$ cat src/sdEngine_cfg.svh
//////////////////////////////////////////////////
// SD engine configuration macros
// timing limits, command register codes,
// fixed command arguments, FIFO command indices
//////////////////////////////////////////////////

`ifndef SD_ENGINE_CFG_SVH
`define SD_ENGINE_CFG_SVH

// timing limits in sdClkIn cycles
`define SD_CMD0_WAIT       256
`define SD_RESP_TIMEOUT    256

// command register codes, index in the upper byte, response type below
`define SD_CREG_CMD0       16'h0000
`define SD_CREG_CMD8       16'h081A
`define SD_CREG_CMD55      16'h371A
`define SD_CREG_ACMD41     16'h2912   // r3, no crc check
`define SD_CREG_CMD2       16'h0209   // r2 long response
`define SD_CREG_CMD3       16'h031A
`define SD_CREG_CMD9       16'h0919   // r2 long response
`define SD_CREG_CMD7       16'h071A
`define SD_CREG_ACMD6      16'h061A
`define SD_CREG_CMD16      16'h101A
`define SD_CREG_CMD24      16'h181A
`define SD_CREG_CMD17      16'h111A

// fixed arguments
`define SD_ARG_IF_COND     32'h000001AA   // 2.7-3.6 V, check pattern AA
`define SD_ARG_OCR         32'h40FF8000   // HCS plus voltage window
`define SD_ARG_BUS4        32'h00000002
`define SD_BLOCK_LEN       32'h00000200
`define SD_ARG_CMD55_LOW   16'hAAAA

// command FIFO indices
`define SD_IDX_WRITE       6'd24
`define SD_IDX_READ        6'd17

`endif

$ cat src/sdPkg.sv
//////////////////////////////////////////////////
// SD engine shared types
// command FIFO word, result FIFO word,
// command request and card response views
//////////////////////////////////////////////////

package sdPkg;

   // command FIFO word, 72 bits
   typedef struct packed {
      logic [7:0]  spareHi;
      logic [5:0]  index;      // 24 write, 17 read
      logic [7:0]  tag;        // echoed in the result word
      logic [17:0] spareLo;
      logic [31:0] blockAddr;
   } sdCmdWord_t;

   // result FIFO word, 36 bits
   typedef struct packed {
      logic [16:0] spareHi;
      logic [3:0]  dataStatus;
      logic        spareLo;
      logic [5:0]  respIndex;
      logic [7:0]  tag;
   } sdResult_t;

   // one command toward the command port
   typedef struct packed {
      logic        valid;      // single cycle
      logic        toEn;       // arm the response timeout
      logic [15:0] cmdReg;
      logic [31:0] arg;
   } sdCmdReq_t;

   // 48-bit response right aligned in the 136-bit frame
   typedef struct packed {
      logic [87:0] spare;
      logic [1:0]  startDir;
      logic [5:0]  index;
      logic [31:0] status;     // card status or OCR
      logic [7:0]  crcEnd;
   } sdShortResp_t;

   // card response, short view for r1/r3/r6, long view for r2
   typedef union packed {
      sdShortResp_t shortResp;
      logic [135:0] longResp;
   } sdResp_u;

endpackage

$ cat src/sdCmdPort.sv
//////////////////////////////////////////////////
// SD command port
// request select between the two sequencers,
// command registers and newCmd pulse,
// response latch and response timeout
//////////////////////////////////////////////////

`include "sdEngine_cfg.svh"

module sdCmdPort (
   input  logic              sdClkIn,
   input  logic              initRst,
   input  logic              sdReady,
   input  sdPkg::sdCmdReq_t  initReq,
   input  sdPkg::sdCmdReq_t  xferReq,
   input  logic              dataReady,
   input  logic [135:0]      cmdResponse,
   output logic              newCmd,
   output logic [31:0]       argumentReg,
   output logic [15:0]       cmdReg,
   output sdPkg::sdResp_u    respReg,
   output logic              respDone,
   output logic              respTimeout,
   output logic              commandTimeOut
);

   import sdPkg::*;

   localparam int RespTimeout = `SD_RESP_TIMEOUT;
   localparam int ToWidth     = $clog2(RespTimeout) + 1;

   sdCmdReq_t          reqSel;
   logic               toArmed;   // waiting on a response with timeout
   logic [ToWidth-1:0] toCnt;

   // init sequencer owns the port until the card is ready
   assign reqSel = sdReady ? xferReq : initReq;

   //////////////////////////////////////////////////
   // card side registers
   //////////////////////////////////////////////////

   always_ff @(posedge sdClkIn) begin
      if (reqSel.valid) begin
         argumentReg <= reqSel.arg;
         cmdReg      <= reqSel.cmdReg;
      end
   end

   always_ff @(posedge sdClkIn) begin
      if (dataReady) begin
         respReg.longResp <= cmdResponse;   // whole frame, view chosen by reader
      end
   end

   //////////////////////////////////////////////////
   // handshake and timeout
   //////////////////////////////////////////////////

   always_ff @(posedge sdClkIn or posedge initRst) begin
      if (initRst) begin
         newCmd         <= 1'b0;
         respDone       <= 1'b0;
         respTimeout    <= 1'b0;
         commandTimeOut <= 1'b0;
         toArmed        <= 1'b0;
         toCnt          <= '0;
      end
      else begin
         newCmd      <= reqSel.valid;
         respDone    <= dataReady;    // respReg is settled by now
         respTimeout <= 1'b0;
         if (reqSel.valid) begin
            toArmed        <= reqSel.toEn;
            toCnt          <= '0;
            commandTimeOut <= 1'b0;
         end
         else if (toArmed) begin
            if (dataReady) begin
               toArmed <= 1'b0;
            end
            else if (toCnt == ToWidth'(RespTimeout - 1)) begin
               toArmed        <= 1'b0;
               respTimeout    <= 1'b1;
               commandTimeOut <= 1'b1;   // sticky until next command
            end
            else begin
               toCnt <= toCnt + 1'b1;
            end
         end
      end
   end

endmodule

$ cat src/sdInitSeq.sv
//////////////////////////////////////////////////
// SD card bring-up sequencer
// CMD0, CMD8, ACMD41 polling, CMD2, CMD3, CMD9,
// CMD7, ACMD6 and CMD16, with RCA capture
//////////////////////////////////////////////////

`include "sdEngine_cfg.svh"

module sdInitSeq (
   input  logic              sdClkIn,
   input  logic              initRst,
   input  logic              initDone,
   input  sdPkg::sdResp_u    respReg,
   input  logic              respDone,
   input  logic              respTimeout,
   output sdPkg::sdCmdReq_t  initReq,
   output logic              sdReady
);

   import sdPkg::*;

   localparam int Cmd0Wait = `SD_CMD0_WAIT;
   localparam int CntWidth = $clog2(Cmd0Wait) + 1;

   typedef enum logic [4:0] {
      stIdle, stSendCmd0, stCmd0Wait, stSendCmd8, stCmd8Wait,
      stSendCmd55, stCmd55Wait, stSendAcmd41, stAcmd41Wait,
      stSendCmd2, stCmd2Wait, stSendCmd3, stCmd3Wait,
      stSendCmd9, stCmd9Wait, stSendCmd7, stCmd7Wait,
      stSendAcmd6, stAcmd6Wait, stSendCmd16, stCmd16Wait, stReady
   } initState_t;

   initState_t          state;
   logic [CntWidth-1:0] waitCnt;      // idle time after CMD0
   logic                acmd41Done;   // card left busy
   logic                acmd6Done;    // 4-bit bus set
   logic [15:0]         rca;

   function automatic sdCmdReq_t mkReq(input logic toEn, input logic [15:0] creg,
                                       input logic [31:0] arg);
      sdCmdReq_t req;
      req.valid  = 1'b1;
      req.toEn   = toEn;
      req.cmdReg = creg;
      req.arg    = arg;
      return req;
   endfunction

   assign sdReady = (state == stReady);

   // one request per send state
   always_comb begin
      initReq = '0;
      case (state)
         stSendCmd0:   initReq = mkReq(1'b0, `SD_CREG_CMD0, 32'h0);
         stSendCmd8:   initReq = mkReq(1'b1, `SD_CREG_CMD8, `SD_ARG_IF_COND);
         stSendCmd55:  initReq = mkReq(1'b1, `SD_CREG_CMD55, {rca, `SD_ARG_CMD55_LOW});
         stSendAcmd41: initReq = mkReq(1'b0, `SD_CREG_ACMD41, `SD_ARG_OCR);
         stSendCmd2:   initReq = mkReq(1'b0, `SD_CREG_CMD2, 32'h0);
         stSendCmd3:   initReq = mkReq(1'b0, `SD_CREG_CMD3, 32'h0);
         stSendCmd9:   initReq = mkReq(1'b0, `SD_CREG_CMD9, {rca, 16'h0});
         stSendCmd7:   initReq = mkReq(1'b0, `SD_CREG_CMD7, {rca, 16'h0});
         stSendAcmd6:  initReq = mkReq(1'b0, `SD_CREG_ACMD6, `SD_ARG_BUS4);
         stSendCmd16:  initReq = mkReq(1'b0, `SD_CREG_CMD16, `SD_BLOCK_LEN);
         default:      initReq = '0;
      endcase
   end

   //////////////////////////////////////////////////
   // bring-up FSM
   //////////////////////////////////////////////////

   always_ff @(posedge sdClkIn or posedge initRst) begin
      if (initRst) begin
         state      <= stIdle;
         waitCnt    <= '0;
         acmd41Done <= 1'b0;
         acmd6Done  <= 1'b0;
         rca        <= 16'h0;
      end
      else begin
         case (state)
            stIdle: if (initDone) state <= stSendCmd0;
            stSendCmd0: begin
               waitCnt    <= '0;
               acmd41Done <= 1'b0;   // restart from scratch
               acmd6Done  <= 1'b0;
               rca        <= 16'h0;
               state      <= stCmd0Wait;
            end
            stCmd0Wait: begin
               waitCnt <= waitCnt + 1'b1;
               if (waitCnt == CntWidth'(Cmd0Wait - 2)) state <= stSendCmd8;
            end
            stSendCmd8: state <= stCmd8Wait;
            stCmd8Wait: begin
               if (respTimeout) state <= stSendCmd0;
               else if (respDone) state <= stSendCmd55;
            end
            stSendCmd55: state <= stCmd55Wait;
            stCmd55Wait: begin
               if (respTimeout) state <= stSendCmd0;
               else if (respDone) begin
                  if (!acmd41Done) state <= stSendAcmd41;
                  else if (!acmd6Done) state <= stSendAcmd6;
                  else state <= stSendCmd16;
               end
            end
            stSendAcmd41: state <= stAcmd41Wait;
            stAcmd41Wait: begin
               if (respDone) begin
                  // OCR bit 31 set once power-up is complete
                  acmd41Done <= respReg.shortResp.status[31];
                  state <= respReg.shortResp.status[31] ? stSendCmd2 : stSendCmd55;
               end
            end
            stSendCmd2: state <= stCmd2Wait;
            stCmd2Wait: if (respDone) state <= stSendCmd3;
            stSendCmd3: state <= stCmd3Wait;
            stCmd3Wait: begin
               if (respDone) begin
                  rca   <= respReg.shortResp.status[31:16];   // r6 published RCA
                  state <= stSendCmd9;
               end
            end
            stSendCmd9: state <= stCmd9Wait;
            stCmd9Wait: if (respDone) state <= stSendCmd7;
            stSendCmd7: state <= stCmd7Wait;
            stCmd7Wait: if (respDone) state <= stSendCmd55;
            stSendAcmd6: state <= stAcmd6Wait;
            stAcmd6Wait: begin
               if (respDone) begin
                  acmd6Done <= 1'b1;
                  state     <= stSendCmd16;
               end
            end
            stSendCmd16: state <= stCmd16Wait;
            stCmd16Wait: if (respDone) state <= stReady;
            default: state <= stReady;
         endcase
      end
   end

endmodule

$ cat src/sdXferCtrl.sv
//////////////////////////////////////////////////
// SD block transfer dispatcher
// command FIFO pop and decode, CMD24/CMD17 issue,
// data engine start and result FIFO write
//////////////////////////////////////////////////

`include "sdEngine_cfg.svh"

module sdXferCtrl (
   input  logic              sdClkIn,
   input  logic              initRst,
   input  logic              sdReady,
   input  sdPkg::sdCmdWord_t cmdFifoDataOut,
   input  logic              cmdFifoEmpty,
   input  sdPkg::sdResp_u    respReg,
   input  logic              respDone,
   input  logic              writeDone,
   input  logic              readDone,
   input  logic [3:0]        dataStatus,
   input  logic              writeFifoAlmostEmpty,
   input  logic              readFifoAlmostFull,
   input  logic              resultFifoFull,
   output sdPkg::sdCmdReq_t  xferReq,
   output logic              cmdFifoRdEn,
   output logic              writeCmd,
   output logic              readCmd,
   output sdPkg::sdResult_t  resultFifoDataIn,
   output logic              resultFifoWrEn
);

   import sdPkg::*;

   typedef enum logic [3:0] {
      xfIdle, xfPop, xfGap, xfDecode, xfHold,
      xfCmd, xfResp, xfStart, xfDataWait, xfResult
   } xferState_t;

   xferState_t state;
   sdCmdWord_t cmdWord;      // word being served
   logic [3:0] dataStat;
   logic       isRead;
   logic       dataHold;     // data FIFO not ready for a block
   logic       engineDone;

   assign isRead     = (cmdWord.index == `SD_IDX_READ);
   assign dataHold   = isRead ? readFifoAlmostFull : writeFifoAlmostEmpty;
   assign engineDone = isRead ? readDone : writeDone;

   assign cmdFifoRdEn    = (state == xfPop);
   assign writeCmd       = (state == xfStart) && !isRead;
   assign readCmd        = (state == xfStart) && isRead;
   assign resultFifoWrEn = (state == xfResult) && !resultFifoFull;

   // block command, argument is the block address
   always_comb begin
      xferReq = '0;
      if (state == xfCmd) begin
         xferReq.valid  = 1'b1;
         xferReq.cmdReg = isRead ? `SD_CREG_CMD17 : `SD_CREG_CMD24;
         xferReq.arg    = cmdWord.blockAddr;
      end
   end

   always_comb begin
      resultFifoDataIn            = '0;
      resultFifoDataIn.dataStatus = dataStat;
      resultFifoDataIn.respIndex  = respReg.shortResp.index;   // last response is ours
      resultFifoDataIn.tag        = cmdWord.tag;
   end

   //////////////////////////////////////////////////
   // dispatcher FSM
   //////////////////////////////////////////////////

   always_ff @(posedge sdClkIn or posedge initRst) begin
      if (initRst) begin
         state <= xfIdle;
      end
      else begin
         case (state)
            xfIdle:   if (sdReady && !cmdFifoEmpty) state <= xfPop;
            xfPop:    state <= xfGap;
            xfGap:    state <= xfDecode;   // let the FIFO output settle
            xfDecode: begin
               if (cmdFifoDataOut.index == `SD_IDX_WRITE ||
                   cmdFifoDataOut.index == `SD_IDX_READ) begin
                  state <= xfHold;
               end
               else begin
                  state <= xfIdle;         // unknown index is dropped
               end
            end
            xfHold:     if (!dataHold) state <= xfCmd;
            xfCmd:      state <= xfResp;
            xfResp:     if (respDone) state <= xfStart;
            xfStart:    state <= xfDataWait;
            xfDataWait: if (engineDone) state <= xfResult;
            xfResult:   if (!resultFifoFull) state <= xfIdle;
            default:    state <= xfIdle;
         endcase
      end
   end

   always_ff @(posedge sdClkIn) begin
      if (state == xfDecode) begin
         cmdWord <= cmdFifoDataOut;
      end
      if (state == xfDataWait && engineDone) begin
         dataStat <= dataStatus;   // status of the finished block
      end
   end

endmodule

$ cat src/sdEngine.sv
//////////////////////////////////////////////////
// SD engine top level
// command port, bring-up sequencer and
// block transfer dispatcher
//////////////////////////////////////////////////

module sdEngine (
   input  logic              sdClkIn,
   input  logic              initRst,
   input  logic              initDone,
   input  logic              dataReady,
   input  logic [135:0]      cmdResponse,
   input  sdPkg::sdCmdWord_t cmdFifoDataOut,
   input  logic              cmdFifoEmpty,
   input  logic              resultFifoFull,
   input  logic              writeDone,
   input  logic              readDone,
   input  logic [3:0]        dataStatus,
   input  logic              writeFifoAlmostEmpty,
   input  logic              readFifoAlmostFull,
   output logic              newCmd,
   output logic [31:0]       argumentReg,
   output logic [15:0]       cmdReg,
   output logic              commandTimeOut,
   output sdPkg::sdResp_u    cmdResponseInt,
   output logic              sdReady,
   output logic              cmdFifoRdEn,
   output sdPkg::sdResult_t  resultFifoDataIn,
   output logic              resultFifoWrEn,
   output logic              writeCmd,
   output logic              readCmd
);

   import sdPkg::*;

   sdCmdReq_t initReq;
   sdCmdReq_t xferReq;
   logic      respDone;
   logic      respTimeout;

   sdCmdPort u_cmdPort (
      .sdClkIn        (sdClkIn),
      .initRst        (initRst),
      .sdReady        (sdReady),
      .initReq        (initReq),
      .xferReq        (xferReq),
      .dataReady      (dataReady),
      .cmdResponse    (cmdResponse),
      .newCmd         (newCmd),
      .argumentReg    (argumentReg),
      .cmdReg         (cmdReg),
      .respReg        (cmdResponseInt),
      .respDone       (respDone),
      .respTimeout    (respTimeout),
      .commandTimeOut (commandTimeOut)
   );

   sdInitSeq u_initSeq (
      .sdClkIn     (sdClkIn),
      .initRst     (initRst),
      .initDone    (initDone),
      .respReg     (cmdResponseInt),
      .respDone    (respDone),
      .respTimeout (respTimeout),
      .initReq     (initReq),
      .sdReady     (sdReady)
   );

   sdXferCtrl u_xferCtrl (
      .sdClkIn              (sdClkIn),
      .initRst              (initRst),
      .sdReady              (sdReady),
      .cmdFifoDataOut       (cmdFifoDataOut),
      .cmdFifoEmpty         (cmdFifoEmpty),
      .respReg              (cmdResponseInt),
      .respDone             (respDone),
      .writeDone            (writeDone),
      .readDone             (readDone),
      .dataStatus           (dataStatus),
      .writeFifoAlmostEmpty (writeFifoAlmostEmpty),
      .readFifoAlmostFull   (readFifoAlmostFull),
      .resultFifoFull       (resultFifoFull),
      .xferReq              (xferReq),
      .cmdFifoRdEn          (cmdFifoRdEn),
      .writeCmd             (writeCmd),
      .readCmd              (readCmd),
      .resultFifoDataIn     (resultFifoDataIn),
      .resultFifoWrEn       (resultFifoWrEn)
   );

endmodule

$ cat config.mk
export PLATFORM = sky130hd
export DESIGN_NAME = sdEngine
export DESIGN_NICKNAME = d
export VERILOG_FILES = /design/src/sdPkg.sv /design/src/sdCmdPort.sv /design/src/sdInitSeq.sv /design/src/sdXferCtrl.sv /design/src/sdEngine.sv
export VERILOG_INCLUDE_DIRS = /design/src
export SDC_FILE = /design/constraint.sdc
export NUM_CORES = 1
export LEC_CHECK = 0
export BUFFER_PORTS_ARGS = -buffer_cell sky130_fd_sc_hd__buf_4
export CAP_MARGIN = 20
export CORE_AREA = 2 2 176 178
export CTS_CLUSTER_DIAMETER = 200
export DETAILED_ROUTE_END_ITERATION = 7
export DIE_AREA = 0 0 178 180
export PLACE_DENSITY = 0.6
export SETUP_SLACK_MARGIN = 0.4
export SYNTH_ARGS = -nofsm -noshare
export SYNTH_HDL_FRONTEND = slang
export SYNTH_SLANG_ARGS = --single-unit
$ cat constraint.sdc
create_clock -name sdClkIn -period 5.7 [get_ports sdClkIn]
set_input_delay 0.285 -clock sdClkIn [delete_from_list [all_inputs] [get_ports sdClkIn]]
set_output_delay 0.285 -clock sdClkIn [all_outputs]
set_load 0.05 [all_outputs]
==> results of run 1 <==
## timing repair
action,4_1_cts,5_1_grt
hold endpoints to repair,237,0
hold buffers,188,0
resized for setup,0,0
## final timing paths
check / from / to / slack, ns / depth (start not counted)
min in group asynchronous: initRst / u_initSeq.rca[8] / 0.48 / 4
min: cmdFifoEmpty / u_xferCtrl.state[0] / 0.07 / 4
min reg2reg: u_initSeq.waitCnt[8] / u_initSeq.waitCnt[8] / 0.48 / 1
max: u_initSeq.state[4] / u_cmdPort.argumentReg[22] / 2.76 / 5
max reg2reg: u_initSeq.state[4] / u_cmdPort.argumentReg[22] / 2.76 / 5
max in group asynchronous: initRst / u_xferCtrl.state[0] / 4.74 / 4
## per-stage QoR
stage / setup WS (ns) / total power, mW
2_1_floorplan: 1.36 / 4.48
3_3_place_gp: 2.70 / 5.19
3_5_place_dp: 2.72 / 5.21
4_1_cts: 2.70 / 7.46
5_1_grt: 2.42 / 7.73
6_report: 2.76 / 7.40
## cells in the final DEF (no fill, tap or decap), drive strengths merged, types with 9 or more instances in the layout
master / count
o21ai: 33
a21oi: 13
inv: 13
clkinv: 15
a22o: 23
edfxtp: 228
nor2: 37
nor3: 12
a221o: 10
nand2b: 9
dlygate4sd3: 188
nand2: 31
buf: 407
conb: 24
dfrtp: 50
and2: 10
clkbuf: 34
## cells by family (layout without fill, tap and decap cells)
family / count (synthesis) / after routing / synth area share
other cells: 1 / 28 / 0.000365
fa+ha+maj: 4 / 4 / 0.00487
flops: 278 / 278 / 0.788
xor+xnor: 9 / 9 / 0.00767
mux: 3 / 3 / 0.00292
buf+inv: 76 / 665 / 0.0432
compound gates: 114 / 114 / 0.0797
simple gates: 145 / 145 / 0.0734
## flip-flops by register name, indices dropped and copies added (netlist names), 4 cells and up
name,flops
u_cmdPort.respReg,136
u_initSeq.state,5
u_cmdPort.argumentReg,32
u_xferCtrl.state,4
u_cmdPort.toCnt,9
u_xferCtrl.cmdWord,38
u_initSeq.rca,16
u_xferCtrl.resultFifoDataIn,8
u_initSeq.waitCnt,9
u_cmdPort.cmdReg,10
u_xferCtrl.dataStat,4
## layer usage
metal  track usage  routed length [um]  up-vias
met5             0                   0        -
met4        0.0561                 845        0
met3        0.0897                3290       50
met2         0.353               16900      299
met1         0.200               10900     3688
li1              -                   -     3509
## cell type report
class                   instances  area (um2)
diodes                          4        10.0
clock buffers                  34         807
clock inverters                24         294
fillers                      2456       13700
inverters                      12        45.0
multi-input cells             299        1840
flip-flops and latches        278        8100
well taps                     396         495
repair buffers                595        4940
## power groups by stage
stage	sequential, mW	combinational, mW	clock (mW)
finish	2.94	2.33	2.13
global route	2.98	2.49	2.25
global placement	2.96	2.22	0
detailed placement	2.97	2.24	0
floorplan	3.65	0.828	0
CTS	2.93	2.35	2.17
## worst register-to-register path, stage by stage, from the launching register on
cell and delay [ns]:
dfrtp_1 0.89, inv_1 0.26, or3_1 0.52, nor2_2 0.61, buf_4 0.37, a221o_1 0.19
==> results.sh, run 1 <==
export IMPL_h_tree_depth=1
export IMPL_gp_congestion=0.848
export IMPL_grt_pass1_wl_mm=47.2
export IMPL_rsz0062_at_grt="false"
export IMPL_max_slew_margin_rel=0.276
export IMPL_fmaxAchievable_mhz=340
export IMPL_tightest_slew_ns=1.09
export IMPL_synth_seq_cells=278
export IMPL_avgSynthCellArea_um2=16.3
export IMPL_vias=7546
export IMPL_cts_buffers=31
export IMPL_crit_buf_inv=2
export IMPL_nNetsFinal=1443
export IMPL_clock_root_buffer="clkbuf_16"
export IMPL_worst_ir_drop_vdd_mv=0.340
export IMPL_path_class="flip-flop to flip-flop"
export IMPL_hold_class="primary input to flip-flop"
export IMPL_synth_most_common_cell="edfxtp_1"
export IMPL_crit_fanout=29
export IMPL_final_util=0.547
export IMPL_arrival_ns=3.38
export IMPL_antenna_left=0
export IMPL_viasPerCell=4.60
export IMPL_critical_path_top_delay_family="simple AND/OR/NAND/NOR gates"
export IMPL_clkTransAtPathRegs_ns=0.06
export IMPL_synth_area_um2=10300
export IMPL_core_um2=30200
export IMPL_p_per_area_nw_per_um2=448
export IMPL_wl_per_cell_um=19.5
export IMPL_critPathMaxStageDelay_ns=0.89
export IMPL_seq_power_share=0.397
export IMPL_cts_sinks=278
export IMPL_grt_max_degree=84
export IMPL_start_util=0.340
export IMPL_drive_gt1_frac=0.382
export IMPL_die_w_um=178
export IMPL_synthFlopType="edfxtp_1"
export IMPL_yosysUniqueCellTypes=56
export IMPL_cp_slowest_cell="dfrtp_1"
export IMPL_setup_tns_ns=0
export IMPL_post_cts_setup_buffers=0
export IMPL_grt_antenna_before_repair=4
export IMPL_synth_cells=630
export IMPL_timing_final_crit_share=0.517
export IMPL_p_sw_frac=0.360
export IMPL_yosys_top_cells_area="edfxtp_1 67%, dfrtp_1 12%, buf_4 2.8%"
export IMPL_end_kind="flip-flop"
export IMPL_period_minus_slack_ns=2.94
export IMPL_grt_use_total=0.195
export IMPL_outcome="finished, final reports clean"
export IMPL_clock_power_share=0.288
export IMPL_drt_iter0_markers=556
export IMPL_place_detailed_hpwl_mm=21.4
export IMPL_yosysSeqAreaShare=0.788
export IMPL_p_comb_frac=0.315
export IMPL_io_pins=449
export IMPL_synth_commonest_cells="228 x edfxtp_1, 50 x dfrtp_1, 39 x buf_4, 37 x nor2_1, 33 x o21ai_0"
export IMPL_async_flop_share=0.180
export IMPL_synth_top_cell_by_area="edfxtp_1"
export IMPL_routed_wl_mm=31.9
export IMPL_port_buffers=398
export IMPL_switchingPower_mw=2.66
export IMPL_grt_pass1_vias=8130
export IMPL_first_pass_iters=4
export IMPL_skew_ns=0.0180
export IMPL_synth_edff_count=228
export IMPL_clk_path_buf_depth=3
export IMPL_maxCapViolations=0
export IMPL_fp_row_count=64
export IMPL_placed_area_um2=13500
export IMPL_clock_latency_ns=0.56
export IMPL_p_leak_nw=6.92
export IMPL_synth_top_area_frac=0.666
export IMPL_hold_viol=0
export IMPL_drc=0
export IMPL_stdcell_area_um2=16500
export IMPL_worst_ep_required_time_ns=6.13
export IMPL_cts_tree="yes"
export IMPL_fp_dieH_um=180
export IMPL_placedCellCount=1392
export IMPL_yosys_warnings=0
export IMPL_dieArea_um2=32000
export IMPL_path_cells="inv_1 > or3_1 > nor2_2 > buf_4 > a221o_1"
export IMPL_syn2layout_area_growth_pct=60.8
export IMPL_setup_viol=0
export IMPL_gr_total_overflow=0
export IMPL_p_int_mw=4.74
export IMPL_start_kind="flip-flop"
export IMPL_maxSlewViolCount=0
export IMPL_layout_cells_non_filler=1642
export IMPL_worst_hold_slack_ns=0.0710
Power figures use the tool's default switching activity.
==> run 2, diff against run 1 <==
CORE_AREA = 2 2 172 174   (was 2 2 176 178)
DIE_AREA = 0 0 174 176   (was 0 0 178 180)
PLACE_DENSITY = 0.65   (was 0.6)
clock period = 2.5 ns   (was 5.7 ns; I/O delays follow)
==> run 2 against run 1 <==
Against the previous run:
- design area is 0.89% higher
- clock-buffer cell count is 12 higher
- critical path depth is 1 higher
- setup slack worse by 2.3 ns
- register-to-register slack worse by 2.3 ns
- first-iteration DRC count is 3.1% higher
- die area is 4.4% lower
- via count is 2.5% higher
- flip-flop and latch count stayed put
- clock skew is 0.0021 ns lower
- utilization is 3.7 points higher
- hold slack worse by 0.020 ns
- critical endpoint is now u_initSeq.state[2]
- largest power group unchanged
==> results.sh, run 2 (same netlist as run 1, synthesis figures left out) <==
export IMPL_critPathMaxStageDelay_ns=0.50
export IMPL_crit_fanout=13
export IMPL_final_util=0.584
export IMPL_antenna_left=0
export IMPL_skew_ns=0.0158
export IMPL_worst_hold_slack_ns=0.0509
export IMPL_clk_path_buf_depth=3
export IMPL_hold_class="primary input to flip-flop"
export IMPL_drc=0
export IMPL_largest_register_ffs=136
export IMPL_grt_pass1_wl_mm=48.9
export IMPL_first_pass_iters=6
export IMPL_cts_sinks=278
export IMPL_clkTransAtPathRegs_ns=0.06
export IMPL_clock_latency_ns=0.54
export IMPL_grt_pass1_vias=8339
export IMPL_reg_largest_list="u_cmdPort.respReg: 136 flops, u_xferCtrl.cmdWord: 38 flops, u_cmdPort.argumentReg: 32 flops"
export IMPL_maxSlewViolCount=0
export IMPL_grt_antenna_before_repair=6
export IMPL_critical_path_top_delay_family="compound AO/OA/AOI/OAI gates"
export IMPL_dieArea_um2=30600
export IMPL_core_um2=28500
export IMPL_cts_tree="yes"
export IMPL_fmaxAchievable_mhz=494
export IMPL_maxCapViolations=0
export IMPL_h_tree_depth=1
export IMPL_syn2layout_area_growth_pct=62.2
export IMPL_path_class="flip-flop to flip-flop"
export IMPL_period_minus_slack_ns=2.02
export IMPL_fp_dieH_um=176
export IMPL_timing_final_crit_share=0.809
export IMPL_dp_slack_ns=0.289
export IMPL_p_leak_nw=7.00
export IMPL_crit_buf_inv=1
export IMPL_cts_buffers=30
export IMPL_worst_ep_required_time_ns=2.91
export IMPL_vias=7731
export IMPL_place_detailed_hpwl_mm=21.8
export IMPL_die_w_um=174
export IMPL_nNetsFinal=1471
export IMPL_setup_viol=0
export IMPL_routed_wl_mm=33.6
export IMPL_drt_iter0_markers=573
export IMPL_grt_use_total=0.212
export IMPL_hold_viol=0
export IMPL_grt_max_degree=78
export IMPL_layout_common_cells="425 x buf_4, 228 x edfxtp_1, 190 x dlygate4sd3_1"
export IMPL_wl_per_cell_um=20.3
export IMPL_gp_congestion=0.858
export IMPL_clock_root_buffer="clkbuf_16"
export IMPL_tightest_slew_ns=0.528
export IMPL_start_util=0.360
export IMPL_setup_tns_ns=0
export IMPL_end_kind="flip-flop"
export IMPL_placed_area_um2=13700
export IMPL_fp_row_count=62
export IMPL_drive_gt1_frac=0.396
export IMPL_cp_slowest_cell="dfrtp_2"
export IMPL_largest_register="u_cmdPort.respReg"
export IMPL_path_cells="buf_4 > and3b_1 > o21ai_0 > o221ai_4 > nor4_2 > a221oi_2"
export IMPL_arrival_ns=2.44
export IMPL_p_per_area_nw_per_um2=992
export IMPL_gr_total_overflow=0
export IMPL_io_pins=449
export IMPL_max_slew_margin_rel=0.645
export IMPL_outcome="finished, final reports clean"
export IMPL_rsz0062_at_grt="false"
export IMPL_final_common_cell="buf_4"
export IMPL_port_buffers=398
export IMPL_viasPerCell=4.66
export IMPL_worst_ir_drop_vdd_mv=0.724
export IMPL_stdcell_area_um2=16700
export IMPL_start_kind="flip-flop"
export IMPL_finalWorstSetupSlack_ns=0.477
-- run 2: cell types whose count changed in the layout (fill, tap and decap cells not counted), sizes merged --
| cell | change |
|---|---|
| buf | +27 |
| bufinv | -6 |
| clkbuf | +12 |
| clkinv | -5 |
| clkinvlp | -2 |
| diode | +3 |
| dlygate4sd3 | +2 |
| inv | -1 |
-- run 2: tightest hold or removal path, cell delays in order --
cell and delay [ns]:
buf_4 0.08, mux2i_1 0.07, nor4_1 0.18, o31ai_1 0.10
-- run 2: per-stage QoR --
step                      power, mW  std cells
after floorplan                10.3        653
after global placement         12.0       1395
after detailed placement       12.1       1395
after CTS                      16.5       1647
after global routing           17.3       1657
final                          16.5       1660
-- run 2: worst paths after layout --
check | slack [ns] | startpoint | cells after the start | to
hold reg to reg | 0.50 | u_initSeq.waitCnt[7] | 1 | u_initSeq.waitCnt[7]
setup reg to reg | 0.48 | u_initSeq.state[2] | 6 | u_initSeq.state[2]
min in group asynchronous | 0.20 | initRst | 4 | u_cmdPort.toCnt[3]
hold / removal | 0.05 | readFifoAlmostFull | 4 | u_xferCtrl.state[0]
max in group asynchronous | 2.03 | initRst | 4 | u_initSeq.state[4]
setup / recovery | 0.48 | u_initSeq.state[2] | 6 | u_initSeq.state[2]
-- run 2: per-layer routing --
layer / part of all wire / track usage / vias to the layer above
li1: - / - / 3559
met1: 0.34 / 0.223 / 3754
met2: 0.53 / 0.390 / 355
met3: 0.10 / 0.0840 / 63
met4: 0.028 / 0.0637 / 0
met5: 0 / 0 / -
-- run 2: layout make-up --
type	count	area, um2
flip-flops and latches	278	8110
repair buffers	624	5240
clock buffers	46	862
multi-input cells	299	1870
diodes	7	17.5
clock inverters	10	52.6
inverters	12	45.0
fillers	2254	11900
well taps	384	480
-- run 2: power breakdown --
| part | switching, mW | total (mW) | internal, mW |
|---|---|---|---|
| logic | 3.82 | 5.79 | 1.97 |
| registers | 0.473 | 6.60 | 6.12 |
| clock network | 1.79 | 4.16 | 2.37 |
| total | 6.09 | 16.5 | 10.5 |
-- run 2: what timing repair did --
action,in CTS,in global routing
gates resized for setup,5,7
hold endpoints to repair,259,0
setup endpoints to repair,18,7
pin swaps,1,0
setup buffers,6,6
hold buffers,190,0
